### src/hdl/ad9434_cfg.svh
`ifndef AD9434_CFG_SVH
`define AD9434_CFG_SVH

// adc_clk cycles in one microsecond of capture window
`define ADC_CYCLES_PER_US 200

// datamover block size in 64-bit beats
`define BLOCK_BEATS 32

// beat fifo entries, must be a power of two
`define FIFO_DEPTH 128

// tag carried in the command, echoed back in the status low nibble
`define WR_EOF_TAG 4'b1010

// destination address of every block
`define S2MM_BASE_ADDR 32'h0400_0000

// bytes per command, BLOCK_BEATS x 8 bytes
`define BLOCK_BYTES 256

`endif

### src/hdl/s2mm_pkg.sv
package s2mm_pkg;

  typedef logic [63:0] beat_t;      // four 16-bit lanes
  typedef logic [7:0] keep_t;       // byte enables of a beat
  typedef logic [71:0] cmd_t;       // datamover write command
  typedef logic [7:0] sts_t;        // datamover status byte

  // block writer sequencing
  typedef enum logic [1:0] {
    wr_idle = 2'd0,                 // wait for a full block in the fifo
    wr_cmd  = 2'd1,                 // command offered to the datamover
    wr_data = 2'd2,                 // burst of BLOCK_BEATS beats
    wr_wait = 2'd3                  // wait for the tagged status
  } wr_state_t;

endpackage

### src/hdl/s2mm_writer.sv
`include "ad9434_cfg.svh"

module s2mm_writer
  import s2mm_pkg::*;
(
  input  logic  i_clk,
  input  logic  i_rst,
  input  logic  i_block_ready,  // fifo holds a whole block
  input  beat_t i_head,
  input  logic  i_empty,
  output logic  o_pop,
  input  logic  i_cmd_tready,
  output cmd_t  o_cmd_tdata,
  output logic  o_cmd_tvalid,
  output beat_t o_wr_tdata,
  output keep_t o_wr_tkeep,
  output logic  o_wr_tvalid,
  output logic  o_wr_tlast,
  input  logic  i_wr_tready,
  input  sts_t  i_sts_tdata,
  input  logic  i_sts_tvalid,
  input  logic  i_sts_tlast
);

  localparam int CNT_W = $clog2(`BLOCK_BEATS);
  localparam logic [CNT_W-1:0] LAST_BEAT = CNT_W'(`BLOCK_BEATS - 1);

  // rsvd, tag, address, drr, eof/type byte, zero field, byte count
  localparam cmd_t WR_CMD = {
    4'd0,
    `WR_EOF_TAG,
    `S2MM_BASE_ADDR,
    1'b0,
    8'd1,
    14'd0,
    9'(`BLOCK_BYTES)
  };

  wr_state_t        state;
  wr_state_t        state_nxt;
  logic [CNT_W-1:0] beat_cnt;   // beats accepted in this block
  logic             beat_ok;    // beat accepted by the datamover
  logic             sts_ok;     // status that closes the block

  assign o_cmd_tdata  = WR_CMD;     // never changes, so stable while tvalid waits
  assign o_cmd_tvalid = (state == wr_cmd);

  assign o_wr_tdata  = i_head;
  assign o_wr_tkeep  = '1;          // whole beats only
  assign o_wr_tvalid = (state == wr_data) && !i_empty;
  assign o_wr_tlast  = (state == wr_data) && (beat_cnt == LAST_BEAT);

  assign beat_ok = o_wr_tvalid && i_wr_tready;
  assign o_pop   = beat_ok;         // fwft, head leaves on acceptance

  // tag must match, other status beats are dropped
  assign sts_ok = i_sts_tvalid && i_sts_tlast && (i_sts_tdata[3:0] == `WR_EOF_TAG);

  always_comb begin
    state_nxt = state;
    case (state)
      wr_idle: if (i_block_ready) state_nxt = wr_cmd;
      wr_cmd:  if (i_cmd_tready) state_nxt = wr_data;
      wr_data: if (beat_ok && o_wr_tlast) state_nxt = wr_wait;
      wr_wait: if (sts_ok) state_nxt = wr_idle;
      default: state_nxt = wr_idle;
    endcase
  end

  always_ff @(posedge i_clk) begin
    if (i_rst) begin
      state    <= wr_idle;
      beat_cnt <= '0;
    end else begin
      state <= state_nxt;
      if (state == wr_data) begin
        if (beat_ok) beat_cnt <= beat_cnt + 1'b1;  // wraps to 0 after tlast
      end else begin
        beat_cnt <= '0;
      end
    end
  end

endmodule

### config.mk
export PLATFORM = sky130hd
export DESIGN_NAME = s2mm_writer
export DESIGN_NICKNAME = d
export VERILOG_FILES = /design/src/hdl/s2mm_pkg.sv /design/src/hdl/s2mm_writer.sv
export VERILOG_INCLUDE_DIRS = /design/src /design/src/hdl
export SDC_FILE = /design/constraint.sdc
export NUM_CORES = 1
export LEC_CHECK = 0
export ABC_CLOCK_PERIOD_IN_PS = 2100
export BUFFER_PORTS_ARGS = -buffer_cell sky130_fd_sc_hd__buf_2
export CAP_MARGIN = 20
export CORE_AREA = 2 2 88 90
export CTS_CLUSTER_DIAMETER = 50
export DETAILED_ROUTE_END_ITERATION = 10
export DIE_AREA = 0 0 90 92
export GPL_TIMING_DRIVEN = 0
export SLEW_MARGIN = 25
export SYNTH_ARGS = -nofsm -noshare
export SYNTH_HDL_FRONTEND = slang
export SYNTH_SLANG_ARGS = --single-unit
### constraint.sdc
create_clock -name i_clk -period 2.1 [get_ports i_clk]
set_input_delay 0.42 -clock i_clk [delete_from_list [all_inputs] [get_ports i_clk]]
set_output_delay 0.42 -clock i_clk [all_outputs]
set_load 0.01 [all_outputs]
# Word-level counts from Yosys, hierarchy flattened
# Index checks and enable logic that the tools add are counted.
# totals
ff_bits	7
input_bits	80
output_inout_bits	148
wordCells	28
# op_classes
n_addsub	1
n_eq_ne	9
mux	5
n_bitwise	1
reduce_logical	10
# op_table
cell	count
$mux 2	4
$ne 2x2->1 const B	4
$pmux 2 s4	1
$logic_and 1x1->1	6
$add 5x1->5 const B	1
$eq 5x5->1 const B	1
$eq 2x2->1 const B	2
$eq 4x4->1 const B	1
$reduce_and 4->1	1
$eq 2x1->1 const B	1
$logic_not 2->1	1
$reduce_or 2->1	1
$logic_not 1->1	1
$not 1->1	1

# Depth between registers and ports, before layout
# depth
depth_word	6
ltp_mapped	8
depth_no_buf	8

# Worst setup path before layout
# No wires, ideal clock.
# synth_path
path_kind	register -> register
from	reg state[0]
to	reg beat_cnt[3]
setup_time_ps	117
t_arrival_ps	1382
required_ps	1983
path_slack_ps	601
stages_incl_launch_ff	9
path_buffers	0
period_less_slack_ps	1499
path_cell_list	dfxtp_1 > inv_1 > ha_1 > and2b_1 > nand2_1 > inv_1 > nand4_1 > xor2_1 > nor2_1
# synth_between
elab_chain_len	3
elab_cells_between_ends	5
classes_between	1 x eq/ne; 1 x bitwise; 3 x reduce/logical
# synth_rtl
item	line_no	source
from (decl)	s2mm_writer.sv:39	wr_state_t state;
from (signal assigned)	s2mm_writer.sv:72	state <= wr_idle;
from (signal assigned)	s2mm_writer.sv:75	state <= state_nxt;
$eq 2x2->1	s2mm_writer.sv:50	assign o_wr_tvalid = (state == wr_data) && !i_empty;
$logic_and 1x1->1	s2mm_writer.sv:50	
named net o_wr_tvalid	s2mm_writer.sv:17	output logic o_wr_tvalid,
$logic_and 1x1->1	s2mm_writer.sv:53	assign beat_ok = o_wr_tvalid && i_wr_tready;
named net o_pop	s2mm_writer.sv:11	output logic o_pop,
to (signal assigned)	s2mm_writer.sv:77	if (beat_ok) beat_cnt <= beat_cnt + 1'b1;
to (decl)	s2mm_writer.sv:41	logic [CNT_W-1:0] beat_cnt;
# The timed path passes the listed nets, and every way through them passes these cells.
# A chain may end at the register's enable or synchronous reset.

# Final worst setup path
# layout_path
from	reg state[0]
to	out o_pop
# layout_between
elab_chain_len	3
# layout_rtl
item	line_no
$eq 2x2->1	s2mm_writer.sv:50
$logic_and 1x1->1	s2mm_writer.sv:50
$logic_and 1x1->1	s2mm_writer.sv:53
to (decl)	s2mm_writer.sv:11
# No other way between the ends.

==> reports/metrics.csv <==
metric;value;unit
synth-adder-area-share;5.771;%
clk_pin_slew;0.04;ns
grt_pass1_vias;1080;
min_path_type;reg2reg;
p_int;0.5681;mW
required;1.68;ns
die-area;8280;um^2
io_pins;228;
post-dp-hpwl;3122;um
syn_area;1518;um^2
finalMaxSlewViolations;0;
final_nets;445;
critical_path.top_delay_family;buffers and inverters;
worst_path_most_repeated_cell;inv_1;
dr.pass1.iters;2;
power_density;372.3;nW/um^2
combPwrFrac;59.5;%
syn_to_final_growth;56.97;%
vias;1304;
critical_path.cell_chain;inv_1 > ha_2 > and2b_1 > nand2_1 > inv_1 > buf_2;
crit_arrival;1.47;ns
cap_violations;0;
grt-ovfl-total;0;
drive_gt1_share;64.15;%
critical_path_class;reg2out;
ys_seq_area_share;9.233;%
synthXorXnorAreaFrac;1.731;%
ir_drop;285.2;uV
instances_no_fill;459;
crit_buf_inv;3;
io_buffers;79;
status;finished clean;
cp-end-kind;output pin;
min_from;beat_cnt[4];
p_sw;0.3188;mW
hold_end;beat_cnt[4];
die_h;92;um
muxShareOfSynthArea;0.6595;%
reg2reg_from;beat_cnt[0];
antenna_cells;0;
reg2reg_slack;0.42;ns
wl;3324;um
syn_avg_cell_area;7.743;um^2
total_power;0.8870;mW
setup_ws;0.2125;ns
post-route-drc-count;0;
grt_max_degree;7;
post-cts-setup-buffer-count;0;
pwr-share-clk;21.6;%
initial_utilization;20.38;%
synth_simple_gate_area_share;6.513;%
setup_viol;0;
synth_top_area_share;71.23;%
post-route-period-util;89.88;%
clockRootBuffer;clkbuf_8;
fmax;529.8;MHz
p_seq_share;18.9;%
setup_tns;0;ns
grt_usage;6.949;%
grt_pass1_wl;4774;um
dieWidth;90;um
clkLatencyLatePin;0.23;ns
rows;32;
p_sw_share;35.95;%
ys_ff_latch;7;
synthTopCellsByArea;buf_4, dfxtp_1, ha_1, nand2_1, inv_1;
cts_tree;done;
place_congestion;0.7173;
clock_sinks;7;
synth-compound-area-share;2.638;%
cp.depth;6;
crit_slowest_cell;dfxtp_2;
holdPathStages;2;
fill_cells;803;
critPathMaxFanout;6;
cts_buffer_depth;2;
core_area;7447;um^2
critical_path.max_stage_delay;0.33;ns
synth_top_family_by_area;buffers and inverters;
drt_iter0_markers;11;
viasPerCell;2.841;
clock_skew;0.001508;ns
period_needed;1.888;ns
rsz0062_at_grt;false;
wl_per_cell;7.242;um
yosysTopAreaCell;buf_4;
antenna_found_initial;0;
yosys_warnings;0;
whs;0.4921;ns
place_ws;0.3585;ns
cts_buffers;3;
reg2reg_to;state[1];
htreeDepth;1;
rr_worst_depth;6;
dp_cells;455;
cp-start-kind;flip-flop;
hold_viol_final;0;
p_leak;1.528;nW
postSynthCellCount;196;
ant_nets;0;
yosysUniqueCellTypes;22;
## stage by stage
stage / util [%] / cell area, um^2
after global placement: 31.33 / 2333
final: 31.99 / 2382
after global routing: 31.99 / 2382
after detailed placement: 31.33 / 2333
after floorplan: - / 1810
after CTS: 31.94 / 2379
## worst max-delay path by stage
stage | startpoint | to | slack, ns
floorplan | state[0] | beat_cnt[3] | 0.60
global placement | state[0] | o_pop | 0.37
detailed placement | state[0] | o_pop | 0.36
CTS | state[0] | o_pop | 0.11
global route | state[0] | o_pop | 0.02
finish | state[0] | o_pop | 0.21
## registers in the layout (all words and copies together) (netlist names)
signal and cells:
state 2, beat_cnt 5
## layout by cell type (no fill, tap or decap)
master    instances
nor2_1            3
a211oi_1          1
and2b_1           1
and3_1            1
and2_1            1
nand3b_1          1
a21oi_1           2
o22ai_1           1
buf_4           144
xnor2_1           1
dfxtp_2           1
buf_2            79
nand2_1           9
mux2i_1           1
ha_1              6
clkbuf_8          3
dfxtp_1           6
conb_1           80
and4bb_2          1
clkbuf_1          1
a31oi_1           1
xor2_1            2
inv_1             7
or4_1             1
o211a_1           1
ha_2              1
nand4_1           1
## power groups by stage
stage	Sequential, mW	Combinational (mW)	Clock, mW
CTS	0.165	0.522	0.203
detailed placement	0.168	0.521	0
floorplan	0.163	0.414	0
global placement	0.166	0.513	0
finish	0.167	0.528	0.192
global route	0.172	0.580	0.215
## what timing repair did
action,in CTS,in global routing
gates resized for setup,0,2
hold endpoints to repair,0,0
hold buffers,0,0
setup endpoints to repair,0,1
## metal layers
metal | global-route usage (%) | vias up | wire (um)
met2 | 14.10 | 109 | 1788
met5 | 0 | - | 0
met1 | 6.328 | 493 | 1044
met3 | 3.205 | 2 | 482
li1 | - | 700 | -
met4 | 1.154 | 0 | 8
## cells by family after synthesis
group                    after synthesis
adder cells (fa/ha/maj)                7
other                                  2
XOR/XNOR                               3
AO/OA/AOI/OAI                          6
AND/OR/NAND/NOR                       19
multiplexers                           1
flip-flops                             7
buffers and inverters                151
## cells in the mapped netlist
master	number
nor2_1	3
and4bb_2	1
nand3b_1	1
and2_1	1
inv_1	7
buf_4	144
xor2_1	2
nand4_1	1
or4_1	1
a21oi_1	2
conb_1	2
mux2i_1	1
xnor2_1	1
o211a_1	1
dfxtp_1	7
a211oi_1	1
and3_1	1
o22ai_1	1
ha_1	7
and2b_1	1
nand2_1	9
a31oi_1	1
## tightest hold or removal path, cell delays in order (launching register included)
cell and delay (ns):
dfxtp_1 0.31, nand2_1 0.06, a21oi_1 0.07
## final cells by class
cell class / instances / area [um^2] / share of cell area, %
plain buffers: 144 / 1081 / 45.38
clock buffers: 4 / 45.04 / 1.891
repair buffers: 79 / 395.4 / 16.60
well taps: 102 / 127.6 / 5.357
flip-flops and latches: 7 / 141.4 / 5.935
multi-input cells: 116 / 565.5 / 23.74
inverters: 7 / 26.28 / 1.103
(Power assumes the default switching activity.)
