`config.mk`:
```
export PLATFORM = sky130hd
export DESIGN_NAME = capture_ctrl
export DESIGN_NICKNAME = d
export VERILOG_FILES = /design/src/hdl/adc_pkg.sv /design/src/hdl/capture_ctrl.sv
export VERILOG_INCLUDE_DIRS = /design/src /design/src/hdl
export SDC_FILE = /design/constraint.sdc
export NUM_CORES = 1
export LEC_CHECK = 0
export BUFFER_PORTS_ARGS = -buffer_cell sky130_fd_sc_hd__buf_2
export CORE_ASPECT_RATIO = 1.2
export CORE_MARGIN = 2
export CORE_UTILIZATION = 55
export DETAILED_ROUTE_END_ITERATION = 7
export GPL_TIMING_DRIVEN = 0
export MAX_ROUTING_LAYER = met4
export PLACE_DENSITY_LB_ADDON = 0.08
export SYNTH_ARGS = -nofsm -noshare
export SYNTH_HDL_FRONTEND = slang
export SYNTH_SLANG_ARGS = --single-unit
export TNS_END_PERCENT = 100
```
`constraint.sdc`:
```
create_clock -name i_clk -period 4.3 [get_ports i_clk]
set_input_delay 0.86 -clock i_clk [delete_from_list [all_inputs] [get_ports i_clk]]
set_output_delay 0.86 -clock i_clk [all_outputs]
set_load 0.05 [all_outputs]
```
`src/hdl/ad9434_cfg.svh`:
```
`ifndef AD9434_CFG_SVH
`define AD9434_CFG_SVH

// adc_clk cycles in one microsecond of capture window
`define ADC_CYCLES_PER_US 200

// datamover block size in 64-bit beats
`define BLOCK_BEATS 32

// beat fifo entries, must be a power of two
`define FIFO_DEPTH 128

// tag carried in the command, echoed back in the status low nibble
`define WR_EOF_TAG 4'b1010

// destination address of every block
`define S2MM_BASE_ADDR 32'h0400_0000

// bytes per command, BLOCK_BEATS x 8 bytes
`define BLOCK_BYTES 256

`endif

```
`src/hdl/adc_pkg.sv`:
```
package adc_pkg;

  typedef logic [5:0] half_t;       // one ddr half, rising or falling edge
  typedef logic [11:0] sample_t;    // {rising half, falling half}
  typedef logic [15:0] lane_t;      // zero-extended sample, one beat lane
  typedef logic [9:0] us_count_t;   // capture length in microseconds

  // capture sequencing
  typedef enum logic [1:0] {
    cap_idle = 2'd0,                // waiting for a trigger edge
    cap_run  = 2'd1,                // window open, one sample per cycle
    cap_done = 2'd2                 // single done cycle
  } cap_state_t;

endpackage

```
`src/hdl/capture_ctrl.sv`:
```
`include "ad9434_cfg.svh"

module capture_ctrl
  import adc_pkg::*;
(
  input  logic      i_clk,
  input  logic      i_rst,
  input  logic      i_trig,          // async trigger
  input  us_count_t i_us_capture,    // window length, sampled at run start
  output logic      o_capture,       // high on every sample cycle
  output logic      o_cap_done       // one cycle after the window closes
);

  localparam int CYC_W = $clog2(`ADC_CYCLES_PER_US);
  localparam logic [CYC_W-1:0] CYC_LAST = CYC_W'(`ADC_CYCLES_PER_US - 1);

  logic             trig_s1;         // first sync stage
  logic             trig_s2;         // second sync stage
  logic             trig_s3;         // previous value, for edge detect
  logic             trig_rise;
  cap_state_t       state;
  cap_state_t       state_nxt;
  logic [CYC_W-1:0] cyc_cnt;         // cycles inside the current microsecond
  us_count_t        us_cnt;          // whole microseconds elapsed
  us_count_t        us_target;       // latched i_us_capture
  logic             run_end;

  always_ff @(posedge i_clk) begin
    if (i_rst) begin
      trig_s1 <= 1'b0;
      trig_s2 <= 1'b0;
      trig_s3 <= 1'b0;
    end else begin
      trig_s1 <= i_trig;
      trig_s2 <= trig_s1;
      trig_s3 <= trig_s2;
    end
  end

  assign trig_rise = trig_s2 & ~trig_s3;  // adds no latency, edge seen with trig_s2

  // last cycle of the last microsecond
  assign run_end = (cyc_cnt == CYC_LAST) && (us_cnt + 1'b1 == us_target);

  always_comb begin
    state_nxt = state;
    case (state)
      cap_idle: if (trig_rise) state_nxt = (i_us_capture == '0) ? cap_done : cap_run;
      cap_run:  if (run_end) state_nxt = cap_done;
      cap_done: state_nxt = cap_idle;  // triggers here are dropped
      default:  state_nxt = cap_idle;
    endcase
  end

  always_ff @(posedge i_clk) begin
    if (i_rst) begin
      state   <= cap_idle;
      cyc_cnt <= '0;
      us_cnt  <= '0;
    end else begin
      state <= state_nxt;
      if (state == cap_run) begin
        if (cyc_cnt == CYC_LAST) begin
          cyc_cnt <= '0;              // wrap, one more microsecond done
          us_cnt  <= us_cnt + 1'b1;
        end else begin
          cyc_cnt <= cyc_cnt + 1'b1;
        end
      end else begin
        cyc_cnt <= '0;
        us_cnt  <= '0;
      end
    end
  end

  always_ff @(posedge i_clk) begin
    if (state == cap_idle && trig_rise) us_target <= i_us_capture;  // held for the whole run
  end

  assign o_capture  = (state == cap_run);
  assign o_cap_done = (state == cap_done);

endmodule

```
# --- Word level (Yosys, flattened, before mapping) ---
# Index checks and enable logic that the tools add are counted.
word_totals:
  reg_bits: 33
  elab_cells: 29
  out_inout_bits: 2
  input_bits: 13
classes:
  n_reduce_logical: 7
  n_eq_ne: 6
  bitwise: 3
  addsub: 2
  mux: 4
ops:
  columns: ["cell", "count"]
  rows:
  - ["$add A10 B1 Y10 const B", 1]
  - ["$eq A10 B10 Y1", 1]
  - ["$logic_not A10 Y1", 1]
  - ["$add A8 B1 Y8 const B", 1]
  - ["$eq A8 B8 Y1 const B", 1]
  - ["$mux W2", 3]
  - ["$pmux W2 S2", 1]
  - ["$reduce_or A3 Y1", 1]
  - ["$eq A2 B1 Y1 const B", 1]
  - ["$eq A2 B2 Y1 const B", 1]
  - ["$logic_and A1 B1 Y1", 2]
  - ["$logic_not A2 Y1", 1]
  - ["$ne A2 B1 Y1 const B", 1]
  - ["$ne A2 B2 Y1 const B", 1]
  - ["$not A1 Y1", 2]
  - ["$reduce_and A2 Y1", 1]
  - ["$reduce_or A2 Y1", 1]
  - ["$and A1 B1 Y1", 1]

# --- Depth between registers and ports, before layout ---
logic_depth:
  depth_word: 5
  ltp_mapped: 6
  depth_no_buf: 6

# --- Least setup slack after synthesis ---
# No wires, ideal clock.
synth_path:
  path_kind: "register -> register"
  startpoint: "reg state[1]"
  endpoint: "reg state[0]"
  t_required_ns: 4.226
  arrival_ns: 2.224
  synth_period_minus_slack_ns: 2.298
  setup_slack_ns: 2.002
  n_path_buf: 0
  setup_time_ns: 0.074
  path_stages_with_launch: 5
  cell_sequence: "dfxtp_1 nor4b_1 a21oi_1 or2_2 a31oi_1"
synth_between:
  elab_chain_cells: 3
  word_cells_on_any_way: 6
  classes_between: "eq/ne (3); mux (1); reduce/logical (2)"
synth_rtl:
  columns: ["element", "line", "rtl"]
  rows:
  - ["start, declared", "capture_ctrl.sv:21", "cap_state_t state;"]
  - ["start signal, assigned", "capture_ctrl.sv:57", "state <= cap_idle;"]
  - ["start signal, assigned", "capture_ctrl.sv:61", "state <= state_nxt;"]
  - ["$eq A2 B1 Y1 or $logic_not A2 Y1 (tied branches)", "capture_ctrl.sv:47", "case (state)"]
  - ["$ne A2 B1 Y1 (no line) or $ne A2 B2 Y1 (tied branches)", null, null]
  - ["$reduce_and A2 Y1 (no line)", null, null]
# Parallel ways exist; a longest one is shown, timed or not.
# A chain may end at the register's enable or synchronous reset.

# --- Worst setup path in the final report ---
layout_path:
  startpoint: "reg state[1]"
  endpoint: "out o_capture"
layout_between:
  elab_chain_cells: 1
layout_rtl:
  columns: ["element", "line", "rtl"]
  rows:
  - ["$eq A2 B1 Y1", "capture_ctrl.sv:80", "assign o_capture = (state == cap_run);"]
  - ["end, declared", "capture_ctrl.sv:10", "output logic o_capture,"]
# No other way between the ends.

==> summary.txt <==
STA
  – Final Hold Viols: 0
  – Least-Margin Pin Slew: roughly 490 ps
  – Tmin final: 2020 ps
  – F_max: 0.494 GHz
  – Final setup viols: 0
  – Layout Skew: 14.1 ps
  – RSZ-0062 raised after global routing: false
  – Setup tns final: 0 ps
  – Final period utilization: 47.1%
  – Slew HR: 67.5%
  – Final-report max-slew violation count: 0

Worst hold path
  – Hold Crit Depth: 1
  – HP Class: flip-flop to flip-flop

Clock network
  – Post-CTS Hold Buffers: 0
  – H-tree depth: 2
  – CTS tree: built
  – Post-CTS resize count: 0
  – Clk buf depth: 2
  – Post-CTS Setup Bufs: 0
  – Clk sinks: 33
  – Root buf cell: clkbuf_4
  – Reg clk slew, reported paths: 90 ps
  – Skew-Pair Late Insertion Delay: 330 ps
  – Num CTS Buffers: 5

Synth
  – Post-synthesis register bit count: 33
  – Top cell type's share of synthesized area: 30.1%
  – Syn_nets: 167
  – Ys flop type: dfxtp_1
  – Register area share after synthesis: 49.7%
  – Synthesized area: between 1500 and 2000 um2
  – Yosys warnings: 0
  – Synth Area per Inst: 10.1 um2
  – Most frequent cell after synthesis: dfxtp_1
  – Synth top area cells: dfxtp_1, edfxtp_1, xnor2_1
  – Async S/R FF share, synth: 0%
  – Post-Syn Instances: roughly 150
  – Yosys cell types: 37
  – Post-synth top area cell: dfxtp_1
  – EDFF count, synth: 10
  – Synth cell count leaders: dfxtp_1, nor2_1, xnor2_1

Routing
  – Drt total wl: 2640 um
  – DRC Markers: 0
  – DRT iter0 DRCs: 23
  – Antenna Violating Nets Remaining: 0
  – DR vias/cell: between 5 and 6
  – Routed len/inst: 12.7 um
  – Vias post-DR: 1161
  – Drt first pass iters: 4

Worst setup path
  – Setup crit end kind: output port
  – Crit path max fanout: 4
  – Critical path arrival: 1160 ps
  – Critical path class: flip-flop to output port
  – Worst Path Required: 3440 ps
  – Reg2Reg Depth: 6
  – Critical Path Source Type: flip-flop

Global routing
  – Vias in the first global route: 1089
  – Total congestion overflow: 0
  – Largest net degree at the start of global routing: 11
  – Antenna violations before repair: 0
  – Global-route wire length before repair: 4540 um
  – Gr usage total: 20.4%

Finish
  – Utilization after layout: 65.9%
  – Share of cells above drive strength 1: 17.7%
  – Fillers: between 200 and 250
  – Final net count: 189
  – Area growth syn-to-layout: 12.0%
  – Post-route cell area: ~1700 um2
  – Diodes inserted: 0

Power
  – NetSw: roughly 110 uW
  – P_int: 417 uW
  – Gate power share: 4.2%
  – Sw frac: a little over a fifth
  – Max IR drop VDD: 0.000233 V
  – Seq pwr share: 62.3%
  – Clock power frac: 33.5%
  – Leak Pwr: 0.000578 uW
  – Pwr dens: 307 nW/um2

Floorplan
  – Chip Height: 61.8 um
  – Chip Width: 52.2 um
  – Die area: 3220 um2
  – Core ar.: 2600 um2
  – # rows: 20
  – IO Pins: 15
  – Starting density of the core: 58.8%

Placement
  – PortBufs: 14
  – Dpl cell area: 1660 um2
  – Routability Congestion: 0.787
  – Final HPWL DP: 1980 um

Job
  – Max Cap Viol: 0

Status
  – Status: complete, no violations
==> final timing paths <==
kind	startpoint	to	slack, ps
worst max-delay path	state[1]	o_capture	2280
worst max register to register	us_cnt[0]	state[0]	2310
worst min-delay path	trig_s1	trig_s2	460
worst min register to register	trig_s1	trig_s2	460
==> per-stage QoR <==
stage,instances,worst slack (ps),hold WS [ps],power (uW)
6_report,208,2280,460,527
5_1_grt,208,2190,484,550
2_1_floorplan,152,2000,414,347
3_3_place_gp,199,1650,428,356
3_5_place_dp,200,2310,445,357
4_1_cts,208,2250,462,535
==> per-layer routing <==
layer  GRT usage, %  vias up  share of wire [%]
met5              -        -                  0
met4           11.7        0                2.0
met3           7.66        8                5.8
met2           32.0       34                 49
met1           22.3      533                 43
li1               -      586                  -
==> power groups by stage <==
stage	logic [uW]	registers (uW)	clock network [uW]
2_1_floorplan	12.4	334	0
3_3_place_gp	20.9	335	0
3_5_place_dp	22.2	335	0
4_1_cts	22.3	328	185
5_1_grt	25.0	329	196
6_report	22.2	328	176
==> sequential cells by signal, indices dropped and copies added (netlist names) <==
register   flops
cyc_cnt        8
state          2
trig_s1        1
trig_s2        1
trig_s3        1
us_cnt        10
us_target     10
==> cell usage in the layout, fill, tap and decap left out, types with 2 or more instances in the layout <==
master	n
clkbuf_4	5
nor4_1	4
and3_1	3
nand4_1	4
nor2_1	15
ha_1	2
nor3_1	5
or3_1	3
o21ai_0	4
xnor2_1	15
and4_1	2
edfxtp_1	10
nor2b_1	4
nand2b_1	2
buf_2	15
a21oi_1	5
nor3b_1	2
nand3_1	9
dfxtp_1	23
xor2_1	10
or2_2	2
clkbuf_1	4
nand2_1	9
==> worst max-delay path, cell delays in order (launching register included) <==
cell	delay [ps]
dfxtp_1	340
and2b_2	240
buf_2	260
==> kinds of logic (layout without fill, tap and decap cells) <==
group                      after synthesis  after routing  share of synthesized area, %
adders and majority gates                2              2                          1.63
DFF                                     33             33                          49.7
AOI/OAI and AO/OA                       15             15                          6.54
and+or+nand+nor                         71             71                          25.7
buffers and inverters                    6             29                          2.12
xor gates and xnor gates                25             25                          14.3
==> layout make-up <==
cell class / count / area (um2) / share of cell area (%)
inverter: 1 / 3.75 / 0.219
timing repair buffer: 15 / 77.6 / 4.52
clock buffer: 8 / 58.8 / 3.43
multi-input combinational: 113 / 744 / 43.4
sequential: 33 / 761 / 44.3
tap: 33 / 41.3 / 2.41
buffer: 5 / 28.8 / 1.68
Note: power is estimated with default switching activity, not from simulation.
