**config.mk**
```make
export PLATFORM = sky130hd
export DESIGN_NAME = sample_packer
export DESIGN_NICKNAME = d
export VERILOG_FILES = /design/src/hdl/ad9434_cfg.svh /design/src/hdl/adc_pkg.sv /design/src/hdl/s2mm_pkg.sv /design/src/hdl/sample_packer.sv
export SDC_FILE = /design/constraint.sdc
export NUM_CORES = 1
export LEC_CHECK = 0
export ABC_AREA = 0
export BUFFER_PORTS_ARGS = -buffer_cell sky130_fd_sc_hd__clkbuf_2
export CAP_MARGIN = 10
export CORE_MARGIN = 8
export CORE_UTILIZATION = 52
export CTS_CLUSTER_SIZE = 12
export DETAILED_ROUTE_END_ITERATION = 8
export GPL_TIMING_DRIVEN = 1
export PLACE_DENSITY = 0.9
export SYNTH_ARGS = -nofsm -noshare
export SYNTH_HDL_FRONTEND = slang
export SYNTH_SLANG_ARGS = --single-unit
```
**constraint.sdc**
```tcl
create_clock -name i_clk -period 3.9 [get_ports i_clk]
set_input_delay 0.585 -clock i_clk [delete_from_list [all_inputs] [get_ports i_clk]]
set_output_delay 0.585 -clock i_clk [all_outputs]
set_load 0.01 [all_outputs]
```
**src/hdl/ad9434_cfg.svh**
```systemverilog
`ifndef AD9434_CFG_SVH
`define AD9434_CFG_SVH

// adc_clk cycles in one microsecond of capture window
`define ADC_CYCLES_PER_US 200

// datamover block size in 64-bit beats
`define BLOCK_BEATS 32

// beat fifo entries, must be a power of two
`define FIFO_DEPTH 128

// tag carried in the command, echoed back in the status low nibble
`define WR_EOF_TAG 4'b1010

// destination address of every block
`define S2MM_BASE_ADDR 32'h0400_0000

// bytes per command, BLOCK_BEATS x 8 bytes
`define BLOCK_BYTES 256

`endif

```
**src/hdl/adc_pkg.sv**
```systemverilog
package adc_pkg;

  typedef logic [5:0] half_t;       // one ddr half, rising or falling edge
  typedef logic [11:0] sample_t;    // {rising half, falling half}
  typedef logic [15:0] lane_t;      // zero-extended sample, one beat lane
  typedef logic [9:0] us_count_t;   // capture length in microseconds

  // capture sequencing
  typedef enum logic [1:0] {
    cap_idle = 2'd0,                // waiting for a trigger edge
    cap_run  = 2'd1,                // window open, one sample per cycle
    cap_done = 2'd2                 // single done cycle
  } cap_state_t;

endpackage

```
**src/hdl/s2mm_pkg.sv**
```systemverilog
package s2mm_pkg;

  typedef logic [63:0] beat_t;      // four 16-bit lanes
  typedef logic [7:0] keep_t;       // byte enables of a beat
  typedef logic [71:0] cmd_t;       // datamover write command
  typedef logic [7:0] sts_t;        // datamover status byte

  // block writer sequencing
  typedef enum logic [1:0] {
    wr_idle = 2'd0,                 // wait for a full block in the fifo
    wr_cmd  = 2'd1,                 // command offered to the datamover
    wr_data = 2'd2,                 // burst of BLOCK_BEATS beats
    wr_wait = 2'd3                  // wait for the tagged status
  } wr_state_t;

endpackage

```
**src/hdl/sample_packer.sv**
```systemverilog
module sample_packer
  import adc_pkg::*;
  import s2mm_pkg::*;
(
  input  logic  i_clk,
  input  logic  i_rst,
  input  logic  i_capture,     // sample this cycle
  input  half_t i_q1,          // rising-edge half
  input  half_t i_q2,          // falling-edge half
  output beat_t o_beat,        // four lanes, lane 0 in the low bits
  output logic  o_beat_valid   // strobe once the fourth lane is in
);

  localparam int LANE_W = $bits(lane_t);

  sample_t    sample;
  lane_t      lane;
  logic [1:0] lane_idx;        // next lane to fill, kept across captures

  assign sample = {i_q1, i_q2};    // rising half on top
  assign lane   = lane_t'(sample); // upper 4 bits zero

  // beat register is the packing buffer, lanes land straight from the pins
  always_ff @(posedge i_clk) begin
    if (i_capture) o_beat[LANE_W*lane_idx +: LANE_W] <= lane;
  end

  always_ff @(posedge i_clk) begin
    if (i_rst) begin
      lane_idx     <= 2'd0;
      o_beat_valid <= 1'b0;
    end else begin
      o_beat_valid <= i_capture && (lane_idx == 2'd3);  // lines up with lane 3 write
      if (i_capture) lane_idx <= lane_idx + 2'd1;      // wraps 3 -> 0
    end
  end

endmodule

```
== Word level (Yosys, flattened, before mapping) ==
Cells that the tools add are included.

* Shifts and indexed selects: 2
* Magnitude comparators: 0
* Multipliers: 0
* Divide/modulo/power cells: 0
* Bitwise logic cells: 0
* Reductions and logical operators: 1
* Add/subtract/negate cells: 2
* Equality and inequality tests: 1
* Mux-type cells: 1

{| class="wikitable"
|+ Operators by type and width
! cell !! number
|-
| 64-bit bitwise mux || 1
|-
| 16-bit by 34-bit variable shift with 64-bit output, first input constant || 1
|-
| 16-bit by 34-bit indexed part select with 64-bit output || 1
|-
| 6-bit negation with 34-bit output || 1
|-
| 2-bit by 1-bit adder with 2-bit output, second input constant || 1
|-
| 2-bit == test, second input constant || 1
|-
| 1-bit logical AND || 1
|}

* RAM bits: 0
* Bits in read-only memories: 0
* Output and inout port bits: 65
* Input port bits: 15
* Memories: 0
* Bits in registers: 67
* Word-level logic and storage cells: 10
* Bits in latches: 0

== Depth between registers and ports, before layout ==
Gate-level depths: netlist of run 1.

* Depth in word-level cells: 3
* Mapped depth: 6
* Depth with buffers taken out: 4

== Least setup slack after synthesis of run 1 ==
Ideal clock, no wire load.

* Path kind: register to register
* Start point: reg lane_idx[0]
* End point: reg o_beat[0] (data pin)
* Setup time: 255 ps
* Path buffers: 2
* Setup slack: 2199 ps
* Clock period less this slack: 1701 ps
* Data required time: 3645 ps
* Data arrival time: 1446 ps
* Cell stages (with the launch flop): 7
* Cell sequence: dfxtp_1 -> buf_6 -> inv_1 -> ha_1 -> and4bb_2 -> clkbuf_2 -> and2_1

* Cells in the longest elaborated chain, start to end: 3
* Elaborated cells between the ends (all ways): 4
* Those cells by class: add/sub (1); shift (2); mux (1)

{| class="wikitable"
|+ Ends and longest elaborated chain
! item !! line !! source
|-
| start, declared || sample_packer.sv:18 || <nowiki>logic [1:0] lane_idx;</nowiki>
|-
| start signal, assigned || sample_packer.sv:34 || <nowiki>if (i_capture) lane_idx <= lane_idx + 2'd1;</nowiki>
|-
| 6-bit negation with 34-bit output * || sample_packer.sv:25 || <nowiki>if (i_capture) o_beat[LANE_W*lane_idx +: LANE_W] <= lane;</nowiki>
|-
| 16-bit by 34-bit indexed part select with 64-bit output or 16-bit by 34-bit variable shift with 64-bit output (tied branches) || sample_packer.sv:25 ||
|-
| 64-bit bitwise mux * || sample_packer.sv:25 ||
|-
| end signal, assigned by index || sample_packer.sv:25 ||
|-
| end, declared || sample_packer.sv:10 || <nowiki>output beat_t o_beat,</nowiki>
|}

Every way passes the cells marked *; elsewhere a longest branch is shown, timed or not.
A chain may end at the register's enable or synchronous reset.

== Worst setup path in the final report of run 1 ==
* Start point: reg lane_idx[0]
* End point: reg o_beat[58] (data pin)

Same word-level chain as after synthesis.

==> results.cfg, run 1 <==
[worst_setup_path]
timing.rr.end = o_beat[58]$_DFFE_PP_
reg2reg_slack_ps = 1560
r2r_start = lane_idx[0]$_SDFFE_PP0P_
start_kind = register
crit_required_ps = 4070
cp-end-kind = register
r2r_cells = 4
crit_chain = inv_1, ha_1, nor3b_1, and2_1
path_max_fanout = 11
cp_num_buf_inv = 1
slowest_delay_ps = 820
arrival_ps = 2510
cpMaxStageDelayCell = nor3b_1
critPathTopFamily = simple AND/OR/NAND/NOR gates
crit_type = reg2reg

[routing]
dr_wl_met3_um = 494
via_per_inst = 4.67
postRouteAntennaNets = 0
vias = 1201
wl_met1_mm = 1.72
drcViolationCount = 0
dr.max_layer_used = met4
drt-total-wl_mm = 4.20
wl_per_cell_um = 16.3
drtPass1Iterations = 4
drtIter0Drc = 98
wl_met2_mm = 1.93

[sta]
slew_headroom_pct = 36.0
timing.setup.tns_ps = 0
fmax_mhz = 427
hold_violations = 0
finalCriticalPeriod_ps = 2340
slew_violations = 0
post-route-period-util_pct = 60.0
rsz0062_at_grt = false
setup_viol = 0
skew_ps = 5.06
worst_slew_pin_slew_ps = 957

[run]
drv_cap = 0

[logic_synthesis]
syn_area_per_cell_um2 = 15.1
ys_warn_count = 0
netlist_area_um2 = 2160
synthDistinctLibCells = 22
yosysSeqAreaShare_pct = 69.5
synth_seq_cells = 51
syn-instance-count = 143

[placed_design]
hpwl_mm = 3.27
dp.cells = 250
io_buffers = 63
place.gp.congestion = 0.845

[cts]
cts.sinks = 51
ctsHoldBuffers = 0
cts_root_buffer = clkbuf_8
cts_resized = 0
worstSkewPairLatency_ps = 300
cts-buffers-inserted = 5
h-tree-depth = 2
cts_tree = done
cts.clk_slew.worst_paths_ps = 90
clockBufferDepth = 2
post_cts_buffers = 0

[pwr]
ir_worst_vdd_uv = 244
power_density_nw_per_um2 = 436
total_power_mw = 1.11
p_leak_nw = 1.05

[floorplan]
top_level_ports = 80
dieArea_um2 = 6470
die_w_um = 80.5
core_um2 = 4000
rows = 23
die_h_um = 80.5
start_util_pct = 54.0

[global_routing]
grt-ovfl-total = 0
grt_max_degree = 16
grt_antenna_before_repair = 0
grt_pass1_wl_mm = 6.23
grt_pass1_vias = 1275
grt_usage_pct = 12.9

[layout]
drive_gt1_share_pct = 40.6
fin_util_pct = 63.8
stdcell_count = 257
nNetsFinal = 227
final_common_cell = clkbuf_2
syn_to_final_growth_pct = 18.1
antenna-diode-count = 0
final_cell_mix = 63 x clkbuf_2, 48 x edfxtp_1, 38 x and2_1

[outcome]
status = completed

[min_path]
whs_path_depth = 2
holdPathEnd = o_beat_valid$_SDFF_PP0_
hold_path.startpoint = i_rst
hold_class = in2reg
==> metal layers <==
metal | vias to the layer above | track usage [%]
met5 | - | 0
met4 | 0 | 4.73
met3 | 5 | 6.03
met2 | 59 | 21.2
met1 | 558 | 14.3
li1 | 579 | -
==> cells in the mapped netlist <==
master	number	area share [%]
edfxtp_1	48	67
and2_1	38	11
buf_4	16	5.6
and2_2	11	3.8
ha_1	5	2.9
clkbuf_2	3	0.69
dfxtp_1	3	2.8
nor2_1	3	0.52
inv_1	2	0.35
nor3b_1	2	0.69
and3b_2	1	0.46
and4bb_2	1	0.58
buf_6	1	0.52
clkbuf_1	1	0.17
conb_1	1	0.17
mux2i_1	1	0.46
nand2_1	1	0.17
nor2b_1	1	0.29
nor3_1	1	0.23
nor4b_4	1	1.1
or3b_1	1	0.41
xnor2_1	1	0.41
==> final cells by class <==
cell class / instances / area (um^2)
sequential: 51 / 1500
fill: 313 / 1450
multi-input combinational: 84 / 558
timing repair buffer: 63 / 315
clock buffer: 5 / 68.8
tap: 50 / 62.6
clock inverter: 2 / 37.5
inverter: 2 / 7.51
==> cell families after synthesis <==
logic type	Yosys count	share of synthesized area, %
XOR/XNOR	1	0.405
adder cells (fa/ha/maj)	5	2.90
buffers and inverters	23	7.30
flip-flops	51	69.5
multiplexers	1	0.463
other	1	0.174
AND/OR/NAND/NOR	61	19.3
==> stage by stage <==
stage	hold WS (ps)	setup slack [ps]	instance area, um^2
after floorplan	514	2200	2220
after global placement	549	1760	2440
after detailed placement	580	1600	2440
after CTS	474	1570	2550
after global routing	471	1440	2550
final	477	1560	2550
==> worst register-to-register path, delay by kind of cell (launching register included) <==
kind | cells | cell delay, ps
adders and majority gates | 1 | 420
buffers and inverters | 1 | 170
DFF | 1 | 560
and+or+nand+nor | 2 | 1070
==> report_power, final <==
group          total (mW)  internal, mW  switching, mW
combinational       0.120        0.0458         0.0747
sequential          0.640         0.629         0.0112
clock               0.350         0.187          0.163
total                1.11         0.862          0.249
==> worst max-delay path by stage <==
stage	start	endpoint	slack (ps)	cells after the start
after global placement	lane_idx[0]$_SDFFE_PP0P_	o_beat[50]$_DFFE_PP_	1760	4
after detailed placement	lane_idx[0]$_SDFFE_PP0P_	o_beat[59]$_DFFE_PP_	1600	4
after CTS	lane_idx[0]$_SDFFE_PP0P_	o_beat[59]$_DFFE_PP_	1570	4
after global routing	lane_idx[0]$_SDFFE_PP0P_	o_beat[58]$_DFFE_PP_	1440	4
after floorplan	lane_idx[0]$_SDFFE_PP0P_	o_beat[0]$_DFFE_PP_	2200	6
final	lane_idx[0]$_SDFFE_PP0P_	o_beat[58]$_DFFE_PP_	1560	4
==> sequential cells by signal (all words and copies together) (netlist names) <==
signal	flops
lane_idx	2
o_beat	48
o_beat_valid	1
(Power assumes the default switching activity.)
==> run 2, diff against run 1 <==
Settings changed: CORE_UTILIZATION 52 to 44, PLACE_DENSITY 0.9 to 0.81.
Clock period 3.9 ns to 2.12 ns, I/O delays scaled along.
==> run 2 against run 1 <==
  * Flip-flop and latch count unchanged
  * Die area grew 14%
  * Highest routed layer unchanged
  * Fmax up 38%
  * Critical path depth did not move
  * Final cell count is 7.4% higher
  * Register-to-register slack worse by 1100 ps
  * Clock power up 82%
==> results.cfg, run 2 (synthesized netlist as in run 1, its figures left out) <==
[sta]
slew_violations = 0
rsz0062_at_grt = false
timing.setup.tns_ps = 0
setup_viol = 0
worst_slew_pin_slew_ps = 668
hold_violations = 0
slew_headroom_pct = 55.4
fmax_mhz = 591
finalCriticalPeriod_ps = 1690
post-route-period-util_pct = 79.9
skew_ps = 4.31

[min_path]
hold_class = in2reg

[worst_setup_path]
start_kind = register
arrival_ps = 1870
crit_required_ps = 2290
crit_type = reg2reg
path_max_fanout = 11
cp-end-kind = register

[routing]
vias = 1204
drt-total-wl_mm = 4.22
via_per_inst = 4.36
postRouteAntennaNets = 0
drtIter0Drc = 46
wl_per_cell_um = 15.3
drtPass1Iterations = 4
drcViolationCount = 0

[global_routing]
grt_max_degree = 16
grt_pass1_vias = 1274
grt_usage_pct = 11.8
grt-ovfl-total = 0
grt_antenna_before_repair = 0
grt_pass1_wl_mm = 6.57

[layout]
final_cell_mix = 63 x clkbuf_2, 48 x edfxtp_1, 38 x and2_1
largest_reg_flops = 48
top_register = o_beat
top_regs = o_beat x48, lane_idx x2, o_beat_valid x1
syn_to_final_growth_pct = 19.7
fin_util_pct = 54.8
antenna-diode-count = 0
drive_gt1_share_pct = 41.1
nNetsFinal = 229
nFillCells = 385
final_common_cell = clkbuf_2

[floorplan]
start_util_pct = 45.7
dieArea_um2 = 7410
core_um2 = 4720
die_w_um = 86.1
top_level_ports = 80
die_h_um = 86.1
rows = 25

[placed_design]
hpwl_mm = 3.16
place.gp.congestion = 0.708
io_buffers = 63

[outcome]
status = completed

[pwr]
p_leak_nw = 1.06
power_density_nw_per_um2 = 791
total_power_mw = 2.05
ir_worst_vdd_uv = 257

[cts]
h-tree-depth = 2
cts-buffers-inserted = 5
worstSkewPairLatency_ps = 300
cts_tree = done
post_cts_buffers = 0
cts_resized = 0
clockBufferDepth = 2
cts_root_buffer = clkbuf_8
cts.clk_slew.worst_paths_ps = 80
cts.sinks = 51
ctsHoldBuffers = 0

[run]
drv_cap = 0
run 2: metrics by stage:
stage / instances / setup WS [ps] / instance area (um^2) / hold WS [ps]
2_1_floorplan: 158 / 419 / 2220 / 390
3_5_place_dp: 269 / 420 / 2480 / 527
3_3_place_gp: 269 / 489 / 2480 / 519
6_report: 276 / 427 / 2590 / 210
4_1_cts: 276 / 397 / 2590 / 208
5_1_grt: 276 / 235 / 2590 / 211
run 2: worst max-delay path, cell delays in order (launching register included):
cell	delay, ps
dfxtp_1	370
inv_1	90
ha_1	420
nor4b_4	470
and2_2	220
run 2: path summary, 6_finish.rpt:
| path | start | endpoint | slack (ps) | cells after the start |
|---|---|---|---|---|
| setup / recovery | lane_idx[1]$_SDFFE_PP0P_ | o_beat[42]$_DFFE_PP_ | 430 | 4 |
| hold / removal | i_rst | lane_idx[0]$_SDFFE_PP0P_ | 210 | 2 |
| setup reg to reg | lane_idx[1]$_SDFFE_PP0P_ | o_beat[42]$_DFFE_PP_ | 430 | 4 |
| hold reg to reg | lane_idx[1]$_SDFFE_PP0P_ | lane_idx[1]$_SDFFE_PP0P_ | 560 | 2 |
run 2: routing by layer:
metal,GRT usage (%),wire length (um)
met3,4.58,464
met2,19.2,2090
met1,13.4,1610
met4,4.78,54
met5,0,0
run 2: where the power goes:
part	internal [mW]	switching, mW
Sequential	1.16	0.0147
Clock	0.345	0.294
Combinational	0.0885	0.147
Total	1.59	0.455
run 2: cell type report:
class,count,area [um^2],area share [%]
clock buffers,5,68.8,2.66
clock inverters,2,37.5,1.45
inverters,2,7.51,0.290
multi-input cells,84,558,21.6
flip-flops and latches,51,1500,58.0
well taps,67,83.8,3.24
repair buffers,65,330,12.8
==> run 3, diff against run 2 <==
Clock period 2.12 ns to 1.5 ns, I/O delays scaled along.
==> run 3 against run 2 <==
  * Power up 45%
  * Sequential power up 42%
  * Largest power group unchanged
  * Global-route usage is 0.15 points lower
  * Count of clock-buffer cells in the layout stayed put
  * Largest cell class unchanged
  * Routed wire length rose by 4.1%
==> results.cfg, run 3 (synthesized netlist as in run 1, its figures left out) <==
[sta]
slew_violations = 0
setup_viol = 0
fmax_mhz = 677
post-route-period-util_pct = 98.5
finalCriticalPeriod_ps = 1480
slew_headroom_pct = 62.3
hold_violations = 0
worst_slew_pin_slew_ps = 565
rsz0062_at_grt = true
skew_ps = 5.26
whs_ps = 109
fin_ws_ps = 22.9

[worst_setup_path]
reg2reg_slack_ps = 20
path_max_fanout = 7
start_kind = register
cp-end-kind = register
crit_type = reg2reg
arrival_ps = 1650
r2r_cells = 5
r2r_start = lane_idx[1]$_SDFFE_PP0P_
crit_required_ps = 1670
timing.rr.end = o_beat[41]$_DFFE_PP_

[cts]
cts-buffers-inserted = 5
worstSkewPairLatency_ps = 290
cts.clk_slew.worst_paths_ps = 90
ctsHoldBuffers = 0
h-tree-depth = 2
cts_tree = done
cts.sinks = 51
clockBufferDepth = 2
cts_root_buffer = clkbuf_8

[layout]
nFillCells = 352
top_regs = o_beat x48, lane_idx x2, o_beat_valid x1
nNetsFinal = 243
largest_reg_flops = 48
antenna-diode-count = 0
final_cell_mix = 63 x clkbuf_2, 48 x edfxtp_1, 38 x and2_1
drive_gt1_share_pct = 48.0
seqCellArea_um2 = 1500
top_register = o_beat
multi_input_area_um2 = 586
syn_to_final_growth_pct = 26.6
final_common_cell = clkbuf_2

[placed_design]
place.gp.congestion = 0.770
place_ws_ps = -42.6
io_buffers = 63
hpwl_mm = 3.41

[min_path]
hold_class = in2reg
hold_path.startpoint = i_rst
whs_path_depth = 2
holdPathEnd = lane_idx[0]$_SDFFE_PP0P_

[global_routing]
grt-ovfl-total = 0
grt_pass1_vias = 1370
grt_antenna_before_repair = 0
grt_pass1_wl_mm = 6.58
grt_usage_pct = 11.6
grt_max_degree = 16

[routing]
drtIter0Drc = 66
wl_per_cell_um = 15.2
drt-total-wl_mm = 4.39
via_per_inst = 4.46
postRouteAntennaNets = 0
drtPass1Iterations = 4
drcViolationCount = 0
vias = 1292

[pwr]
power_density_nw_per_um2 = 1080
ir_worst_vdd_uv = 414
p_leak_nw = 1.14

[floorplan]
rows = 25
start_util_pct = 45.7
top_level_ports = 80
dieArea_um2 = 7410
core_um2 = 4720
die_h_um = 86.1
die_w_um = 86.1

[run]
drv_cap = 0

[outcome]
status = completed
==> run 3: report_power, final <==
group          internal, mW  leakage (nW)  switching [mW]
Sequential             1.64         0.457          0.0226
Clock                 0.487        0.0502           0.416
Combinational         0.182         0.632           0.221
Total                  2.31          1.14           0.660
==> run 3: final cells by class <==
| cell class | instances | share of cell area (%) |
|---|---|---|
| repair buffers | 79 | 16.3 |
| well taps | 67 | 3.06 |
| inverters | 2 | 0.366 |
| flip-flops and latches | 51 | 55.0 |
| clock inverters | 2 | 1.37 |
| multi-input cells | 84 | 21.4 |
| clock buffers | 5 | 2.52 |
==> run 3: routing by layer <==
layer,up-vias,GRT usage (%),routed length [um]
met5,-,0,0
met4,0,5.25,112
met3,10,4.78,424
met2,75,19.0,2020
met1,596,12.8,1840
li1,611,-,-
==> run 3: how the worst max path moves through the flow <==
stage | depth (start not counted) | slack, ps | startpoint | end
finish | 5 | 20 | lane_idx[1]$_SDFFE_PP0P_ | o_beat[41]$_DFFE_PP_
global route | 5 | -40 | lane_idx[1]$_SDFFE_PP0P_ | o_beat[36]$_DFFE_PP_
CTS | 5 | 20 | lane_idx[1]$_SDFFE_PP0P_ | o_beat[37]$_DFFE_PP_
detailed placement | 5 | -40 | lane_idx[1]$_SDFFE_PP0P_ | o_beat[52]$_DFFE_PP_
global placement | 5 | -5 | lane_idx[1]$_SDFFE_PP0P_ | o_beat[59]$_DFFE_PP_
floorplan | 6 | -40 | lane_idx[0]$_SDFFE_PP0P_ | o_beat[0]$_DFFE_PP_
==> run 3: worst max-delay path, stage by stage, from the launching register on <==
cell	delay, ps
dfxtp_2	350
inv_2	60
ha_4	300
nor4b_4	300
buf_2	210
and2_2	130
==> run 3: what timing repair did <==
item / CTS / global route
setup buffers: 0 / 4
setup endpoints to repair: 21 / 19
gates cloned: 0 / 1
resized for setup: 4 / 5
endpoints found under the hold margin: 0 / 0
pin swaps: 0 / 3
==> run 3: through the flow <==
stage	TNS [ps]	instance area [um^2]	instances	power [mW]	util, %
final	0	2740	290	2.96	57.9
after global routing	-303	2740	290	3.07	57.9
after CTS	0	2700	285	2.96	57.1
after detailed placement	-253	2580	278	2.07	54.6
after global placement	-30.1	2580	278	2.05	54.6
after floorplan	-446	2240	158	1.95	-
